===== src/verilog/fabric_config.svh =====
`ifndef FABRIC_CONFIG_SVH
`define FABRIC_CONFIG_SVH

// bits per lane value
`define FABRIC_DATA_WIDTH 16

// input lanes, mux tree is built for eight
`define FABRIC_LANES 8

// output ports, power of two
`define FABRIC_PORTS 2

// accumulate length field
`define FABRIC_LEN_WIDTH 4

`endif


===== src/verilog/fabric_types_pkg.sv =====
`default_nettype none

`include "fabric_config.svh"

package fabric_types_pkg;

	// single lane value
	typedef logic [`FABRIC_DATA_WIDTH-1:0] lane_data_t;

	// lane k sits at slice k
	typedef logic [`FABRIC_LANES*`FABRIC_DATA_WIDTH-1:0] lane_bus_t;

	// port p sits at slice p
	typedef logic [`FABRIC_PORTS*`FABRIC_DATA_WIDTH-1:0] port_bus_t;

	typedef logic [`FABRIC_LANES-1:0] lane_valid_t;
	typedef logic [`FABRIC_PORTS-1:0] port_valid_t;

endpackage

`default_nettype wire


===== src/verilog/fabric_cmd_pkg.sv =====
`default_nettype none

`include "fabric_config.svh"

package fabric_cmd_pkg;

	typedef enum logic
	{
		MODE_PASS  = 1'b0,   // forward every beat
		MODE_ACCUM = 1'b1    // one sum per programmed count
	} port_mode_t;

	// source lane number
	typedef logic [$clog2(`FABRIC_LANES)-1:0] lane_idx_t;

	// valid beats per sum, zero acts as one
	typedef logic [`FABRIC_LEN_WIDTH-1:0] acc_len_t;

	// bit lane*PORTS+port set when that port takes that lane
	typedef logic [`FABRIC_LANES*`FABRIC_PORTS-1:0] route_cmd_t;

	// one mode bit per port, port p at bit p
	typedef logic [`FABRIC_PORTS-1:0] port_mode_vec_t;

	// one length per port, port p at slice p
	typedef logic [`FABRIC_PORTS*`FABRIC_LEN_WIDTH-1:0] port_len_vec_t;

endpackage

`default_nettype wire


===== src/verilog/route_ctrl.sv =====
`timescale 1ns/10ps
`default_nettype none

`include "fabric_config.svh"

module route_ctrl
	import fabric_types_pkg::*, fabric_cmd_pkg::*;
(
	input  logic                             CLK,
	input  logic                             i_reset,

	input  logic                             i_run,

	// route table write
	input  logic                             i_cfg_we,
	input  logic [$clog2(`FABRIC_PORTS)-1:0] i_cfg_port,
	input  lane_idx_t                        i_cfg_src,
	input  logic                             i_cfg_on,
	input  port_mode_t                       i_cfg_mode,
	input  acc_len_t                         i_cfg_len,

	// to mux tree
	output route_cmd_t                       o_cmd,
	output logic                             o_mux_en,

	// to the accumulators
	output port_mode_vec_t                   o_mode,
	output port_len_vec_t                    o_len,
	output port_valid_t                      o_clear
);

	localparam int LW = `FABRIC_LEN_WIDTH;

	lane_idx_t      src_q [`FABRIC_PORTS];
	port_valid_t    on_q;
	port_mode_vec_t mode_q;
	port_len_vec_t  len_q;
	port_valid_t    clear_q;
	port_valid_t    port_we;

	// decode write strobe per port
	always_comb
	begin
		port_we = '0;
		if (i_cfg_we)
			port_we[i_cfg_port] = 1'b1;
	end

	always_ff @(posedge CLK)
	begin
		if (i_reset)
		begin
			on_q    <= '0;
			mode_q  <= '0;      // every port back to MODE_PASS
			clear_q <= '0;
		end
		else
		begin
			clear_q <= port_we; // flush pulse, one cycle after the write
			for (int p = 0; p < `FABRIC_PORTS; p++)
			begin
				if (port_we[p])
				begin
					on_q[p]   <= i_cfg_on;
					mode_q[p] <= i_cfg_mode;
				end
			end
		end
	end

	// source lane and sum length of each entry
	always_ff @(posedge CLK)
	begin
		for (int p = 0; p < `FABRIC_PORTS; p++)
		begin
			if (port_we[p])
			begin
				src_q[p]          <= i_cfg_src;
				len_q[p*LW +: LW] <= i_cfg_len;
			end
		end
	end

	// lane-major one-hot expansion, ports that are off stay all zero
	always_comb
	begin
		o_cmd = '0;
		for (int p = 0; p < `FABRIC_PORTS; p++)
		begin
			if (on_q[p])
				o_cmd[int'(src_q[p]) * `FABRIC_PORTS + p] = 1'b1;
		end
	end

	assign o_mux_en = i_run;
	assign o_mode   = mode_q;
	assign o_len    = len_q;
	assign o_clear  = clear_q;

endmodule

`default_nettype wire


===== src/verilog/mux_tree_8_1_seq.sv =====
`timescale 1ns/10ps
`default_nettype none

`include "fabric_config.svh"

module mux_tree_8_1_seq
	import fabric_types_pkg::*, fabric_cmd_pkg::*;
#(
	parameter int DATA_WIDTH      = `FABRIC_DATA_WIDTH,
	parameter int NUM_OUTPUT_DATA = `FABRIC_PORTS   // power of two
)(
	input  logic             CLK,
	input  logic             i_reset,

	input  logic             i_en,
	input  lane_valid_t      i_valid,
	input  lane_bus_t        i_data_bus,
	input  route_cmd_t       i_cmd,        // one-hot, lane-major

	output wire port_valid_t o_valid,
	output wire port_bus_t   o_data_bus
);

	localparam int NUM_INPUT_DATA = 8;

	genvar i;
	generate
		for (i = 0; i < NUM_OUTPUT_DATA; i++)
		begin : g_out
			logic [NUM_INPUT_DATA-1:0] sel;
			logic [2:0]                lane;
			logic                      hit;
			logic                      valid_q;
			logic [DATA_WIDTH-1:0]     data_q;

			// gather this output's bit from every lane group
			always_comb
			begin
				for (int k = 0; k < NUM_INPUT_DATA; k++)
					sel[k] = i_cmd[k*NUM_OUTPUT_DATA + i];
			end

			always_comb
			begin
				hit  = 1'b1;
				lane = 3'd0;
				case (sel)
					8'b00000001: lane = 3'd0;
					8'b00000010: lane = 3'd1;
					8'b00000100: lane = 3'd2;
					8'b00001000: lane = 3'd3;
					8'b00010000: lane = 3'd4;
					8'b00100000: lane = 3'd5;
					8'b01000000: lane = 3'd6;
					8'b10000000: lane = 3'd7;
					default:     hit  = 1'b0;   // nothing or several selected
				endcase
			end

			always_ff @(posedge CLK)
			begin
				if (i_reset || !i_en || !hit || !i_valid[lane])
				begin
					valid_q <= 1'b0;
					data_q  <= '0;
				end
				else
				begin
					valid_q <= 1'b1;
					data_q  <= i_data_bus[lane*DATA_WIDTH +: DATA_WIDTH];
				end
			end

			assign o_valid[i]                             = valid_q;
			assign o_data_bus[i*DATA_WIDTH +: DATA_WIDTH] = data_q;
		end
	endgenerate

endmodule

`default_nettype wire


===== src/verilog/port_accum.sv =====
`timescale 1ns/10ps
`default_nettype none

`include "fabric_config.svh"

module port_accum
	import fabric_types_pkg::*, fabric_cmd_pkg::*;
(
	input  logic       CLK,
	input  logic       i_reset,

	input  logic       i_clear,   // drop partial sum and beat in flight
	input  port_mode_t i_mode,
	input  acc_len_t   i_len,

	input  logic       i_valid,
	input  lane_data_t i_data,

	output logic       o_valid,
	output lane_data_t o_data
);

	acc_len_t   len_eff;
	acc_len_t   cnt_q;
	lane_data_t sum_q;
	lane_data_t sum_next;
	logic       last_beat;

	assign len_eff   = (i_len == '0) ? acc_len_t'(1) : i_len;
	assign sum_next  = sum_q + i_data;   // wraps at data width
	assign last_beat = (cnt_q == len_eff - acc_len_t'(1));

	always_ff @(posedge CLK)
	begin
		if (i_reset || i_clear)
		begin
			sum_q   <= '0;
			cnt_q   <= '0;
			o_valid <= 1'b0;
			o_data  <= '0;
		end
		else if (i_mode == MODE_PASS)
		begin
			sum_q   <= '0;
			cnt_q   <= '0;
			o_valid <= i_valid;
			o_data  <= i_data;
		end
		else
		begin
			o_valid <= 1'b0;
			o_data  <= '0;
			if (i_valid)
			begin
				if (last_beat)
				begin
					// total includes this beat, restart from zero
					o_valid <= 1'b1;
					o_data  <= sum_next;
					sum_q   <= '0;
					cnt_q   <= '0;
				end
				else
				begin
					sum_q <= sum_next;
					cnt_q <= cnt_q + acc_len_t'(1);
				end
			end
		end
	end

endmodule

`default_nettype wire


===== src/verilog/lane_collector_top.sv =====
`timescale 1ns/10ps
`default_nettype none

`include "fabric_config.svh"

module lane_collector_top
	import fabric_types_pkg::*, fabric_cmd_pkg::*;
(
	input  logic                             CLK,
	input  logic                             i_reset,

	input  logic                             i_run,
	input  lane_valid_t                      i_lane_valid,
	input  lane_bus_t                        i_lane_data,

	input  logic                             i_cfg_we,
	input  logic [$clog2(`FABRIC_PORTS)-1:0] i_cfg_port,
	input  lane_idx_t                        i_cfg_src,
	input  logic                             i_cfg_on,
	input  port_mode_t                       i_cfg_mode,
	input  acc_len_t                         i_cfg_len,

	output wire port_valid_t                 o_port_valid,
	output wire port_bus_t                   o_port_data
);

	localparam int DW = `FABRIC_DATA_WIDTH;
	localparam int LW = `FABRIC_LEN_WIDTH;

	wire route_cmd_t     cmd;
	wire                 mux_en;
	wire port_mode_vec_t mode;
	wire port_len_vec_t  len;
	wire port_valid_t    clear;
	wire port_valid_t    mux_valid;
	wire port_bus_t      mux_data;

	route_ctrl u_route_ctrl (
		.CLK        (CLK),
		.i_reset    (i_reset),
		.i_run      (i_run),
		.i_cfg_we   (i_cfg_we),
		.i_cfg_port (i_cfg_port),
		.i_cfg_src  (i_cfg_src),
		.i_cfg_on   (i_cfg_on),
		.i_cfg_mode (i_cfg_mode),
		.i_cfg_len  (i_cfg_len),
		.o_cmd      (cmd),
		.o_mux_en   (mux_en),
		.o_mode     (mode),
		.o_len      (len),
		.o_clear    (clear)
	);

	mux_tree_8_1_seq #(
		.DATA_WIDTH      (DW),
		.NUM_OUTPUT_DATA (`FABRIC_PORTS)
	) u_mux_tree (
		.CLK        (CLK),
		.i_reset    (i_reset),
		.i_en       (mux_en),
		.i_valid    (i_lane_valid),
		.i_data_bus (i_lane_data),
		.i_cmd      (cmd),
		.o_valid    (mux_valid),
		.o_data_bus (mux_data)
	);

	// one pass/sum stage per port
	genvar p;
	generate
		for (p = 0; p < `FABRIC_PORTS; p++)
		begin : g_port
			port_accum u_accum (
				.CLK     (CLK),
				.i_reset (i_reset),
				.i_clear (clear[p]),
				.i_mode  (port_mode_t'(mode[p])),
				.i_len   (len[p*LW +: LW]),
				.i_valid (mux_valid[p]),
				.i_data  (mux_data[p*DW +: DW]),
				.o_valid (o_port_valid[p]),
				.o_data  (o_port_data[p*DW +: DW])
			);
		end
	endgenerate

endmodule

`default_nettype wire


===== config.mk =====
export PLATFORM = sky130hd
export DESIGN_NAME = lane_collector_top
export DESIGN_NICKNAME = d
export VERILOG_FILES = /design/src/verilog/fabric_types_pkg.sv /design/src/verilog/fabric_cmd_pkg.sv /design/src/verilog/route_ctrl.sv /design/src/verilog/mux_tree_8_1_seq.sv /design/src/verilog/port_accum.sv /design/src/verilog/lane_collector_top.sv
export VERILOG_INCLUDE_DIRS = /design/src /design/src/verilog
export SDC_FILE = /design/constraint.sdc
export NUM_CORES = 1
export LEC_CHECK = 0
export ABC_AREA = 0
export BUFFER_PORTS_ARGS = -buffer_cell sky130_fd_sc_hd__buf_2
export CAP_MARGIN = 30
export CELL_PAD_IN_SITES_DETAIL_PLACEMENT = 1
export CELL_PAD_IN_SITES_GLOBAL_PLACEMENT = 1
export CORE_UTILIZATION = 41
export DETAILED_ROUTE_END_ITERATION = 7
export PLACE_DENSITY_LB_ADDON = 0.1
export SLEW_MARGIN = 5
export SYNTH_ARGS = -nofsm -noshare
export SYNTH_HDL_FRONTEND = slang
export SYNTH_SLANG_ARGS = --single-unit

===== constraint.sdc =====
create_clock -name CLK -period 2.8 [get_ports CLK]
set_input_delay 0.14 -clock CLK [delete_from_list [all_inputs] [get_ports CLK]]
set_output_delay 0.14 -clock CLK [all_outputs]
set_load 0.02 [all_outputs]

==> results.cfg <==
[place]
gp_congestion = 0.8783
io_buffers = 183
dp_slack_ns = 0.05037
dp_hpwl_um = 19410

[yosys]
synth_nets = 1009
synth.area.top_cells = dfxtp_1, mux4_2, ha_1
synth_edf_count = 14
ys_seq_area_share_pct = 34.56
yosysUniqueCellTypes = 63
synth_area_mm2 = 0.007820
ys_warn_count = 0
syn_avg_cell_area_um2 = 9.502
yosys-top-cells-count = dfxtp_1, nand2_1, a21oi_1, nor2_1, mux4_2
netlist_instances = 823
yosysMostFrequentCell = dfxtp_1
synth_top_area_share_pct = 29.18
ys.flop_type = dfxtp_1
synth-seq-cells = 128
synth-async-reset-ratio_pct = 0
yosys.area.top_type = dfxtp_1

[setup_path]
critical_path_class = flip-flop to flip-flop
cp-end-kind = flip-flop
path_cells = nor3_2 > nor2_1 > ha_1 > xnor2_1 > xnor2_1 > a2111oi_2 > nand2_2 > buf_4 > nand4_1 > o311ai_1
critPathArrivalTime_ns = 2.94
startpoint_type = flip-flop
cp-startpoint = u_route_ctrl.o_len[5]
cpMostUsedCell = xnor2_1
timing.rr.start = u_route_ctrl.o_len[5]
cp.required_ns = 3.10
cp_slowest_cell = edfxtp_1
critPathMaxStageDelay_ns = 0.42
reg2reg_depth = 10
cp_max_fo = 9

[timing]
fin_worst_skew_ns = 0.01097
fmaxAchievable_mhz = 379.0
min_period_ns = 2.639
slew_headroom_pct = 47.64
setup_tns_ns = 0
rsz0062_at_grt = true
hold_viol = 0
finalSetupViolCount = 0
slew_violations = 0
fin_crit_sh_pct = 94.23
finalWorstSetupSlack_ns = 0.1615
tightest_slew_ns = 0.7846

[clock_tree]
clockBufferDepth = 2
clock_latency_ns = 0.43
htree_levels = 4
clk_transition_reported_paths_ns = 0.06
cts_sinks = 128
cts_made_buffers = 17
cts_tree = built
cts-root-buf = clkbuf_16

[finish]
nets = 1194
area_growth_pct = 24.51
final_util_pct = 52.05
fillers = 2157
drive_gt1_share_pct = 31.34

[floorplanning]
core_area_mm2 = 0.01871
io_pins = 184
start_util_pct = 41.81
die_y_um = 140.1
num_rows = 50
dieArea_mm2 = 0.01963
die_x_um = 140.1

[grt]
antenna_found_initial = 7
gr-total-overflow = 0
grt_pass1_vias = 7599
grt_pass1_wl_um = 40370
grt_max_degree = 34
grt_usage_pct = 26.84

[min_path]
min_from = i_reset
min_path_cells = 2
hold_path_class = input pin to flip-flop

[power]
switching_power_uw = 1222
swShare_pct = 26.90
power_frac_seq_pct = 41.9
power_density_mw_per_mm2 = 466.6
intPower_uw = 3321
power_uw = 4543
vdd_drop_max_mv = 0.4590
p_leak_uw = 0.004312
comb_power_share_pct = 11.5
pwr-share-clk_pct = 46.6

[routing]
firstDrtPassIters = 5
wl_um = 25220
num_vias = 7184
wire_per_inst_um = 20.01
drt_iter0_drc = 359
viasPerCell = 5.702
drtAntennaViolNets = 0
drc_errors = 0

[job]
drv_cap = 0

[status]
status = complete, no violations
## flip-flops by register name, summed over array words and instances, names as in the netlist
name,cells
g_port.u_accum.o_valid,2
u_route_ctrl.o_len,8
g_port.u_accum.sum_q,32
g_port.u_accum.cnt_q,8
u_route_ctrl.o_clear,2
u_route_ctrl.src_q,6
u_route_ctrl.o_mode,2
u_mux_tree.g_out.valid_q,2
u_route_ctrl.on_q,2
g_port.u_accum.o_data,32
u_mux_tree.g_out.data_q,32
## placed cells by master (no fill, tap or decap), drive strengths merged, types with 4 or more instances in the layout
cell type | netlist | layout
nor3 | 4 | 4
o21ai | 18 | 18
mux4 | 52 | 52
or2 | 6 | 6
nor2 | 85 | 85
a22o | 10 | 10
ha | 34 | 34
a21oi | 86 | 86
and2 | 9 | 9
dlygate4sd3 | 0 | 9
a21o | 16 | 16
dfxtp | 114 | 114
a311oi | 7 | 7
edfxtp | 14 | 14
nand2b | 11 | 11
xnor2 | 20 | 20
nand3 | 28 | 28
nand3b | 4 | 4
clkbuf | 34 | 17
a31oi | 6 | 6
diode | 0 | 5
a211oi | 12 | 12
nand2 | 95 | 95
buf | 17 | 208
nor2b | 22 | 22
mux2i | 28 | 28
xor2 | 13 | 13
inv | 13 | 26
a22oi | 24 | 24
## final timing paths
kind | endpoint | slack [ns]
max | g_port[1].u_accum.sum_q[15] | 0.16
min | u_route_ctrl.on_q[1] | 0.03
max reg2reg | g_port[1].u_accum.sum_q[15] | 0.16
min reg2reg | g_port[1].u_accum.sum_q[14] | 0.47
## cells by family after synthesis
kind of cell / Yosys count / share of synthesized area [%]
DFF: 128 / 34.56
xor gates and xnor gates: 33 / 3.696
buffers and inverters: 65 / 3.424
AOI/OAI and AO/OA: 205 / 17.36
adders and majority gates: 36 / 5.952
muxes: 83 / 18.99
and+or+nand+nor: 273 / 16.02
## area by class of cell
class                           count  area [um^2]  share of cell area [%]
Inverter                           14        52.55                  0.5397
Multi-Input combinational cell    630         4897                   50.30
Timing Repair Buffer              217         1219                   12.52
Antenna cell                        5        12.51                  0.1285
Tap cell                          234        292.8                   3.007
Clock buffer                       17        425.4                   4.369
Clock inverter                     15        135.1                   1.388
Sequential cell                   128         2703                   27.76
## routing by layer
layer | vias to the layer above | GRT usage [%] | share of wire [%]
li1 | 3419 | - | -
met1 | 3524 | 32.98 | 44
met2 | 192 | 45.87 | 49
met3 | 45 | 5.470 | 4.9
met4 | 4 | 11.05 | 2.4
met5 | - | 0 | 0.079
## repair_timing
action | in CTS | in global routing
resized for setup | 1 | 8
hold buffers | 9 | 0
setup endpoints to repair | 1 | 12
pin swaps | 0 | 2
hold endpoints to repair | 18 | 0
setup buffers | 0 | 0
## per-stage QoR
stage	hold WS [ns]	instances	area (um^2)
6_report	0.02556	1260	9737
5_1_grt	0.03065	1259	9734
4_1_cts	0.009213	1255	9682
3_5_place_dp	0.3435	1214	9031
3_3_place_gp	0.3434	1214	9031
2_1_floorplan	0.2389	823	7820
## power groups by stage
stage | Sequential, uW | Clock (uW) | Combinational [uW]
after global placement | 1940 | 0 | 500
after floorplan | 1930 | 0 | 294
after CTS | 1900 | 2170 | 524
after detailed placement | 1940 | 0 | 511
after global routing | 1910 | 2220 | 567
final | 1900 | 2120 | 523
## worst max-delay path, delay by kind of cell, from the launching register on
kind	cells	cell delay (ns)
compound gates	2	0.49
xor+xnor	2	0.34
fa+ha+maj	1	0.21
buf+inv	1	0.23
flops	1	0.42
simple gates	4	0.83
No activity file was read; power rests on OpenSTA's default activity.
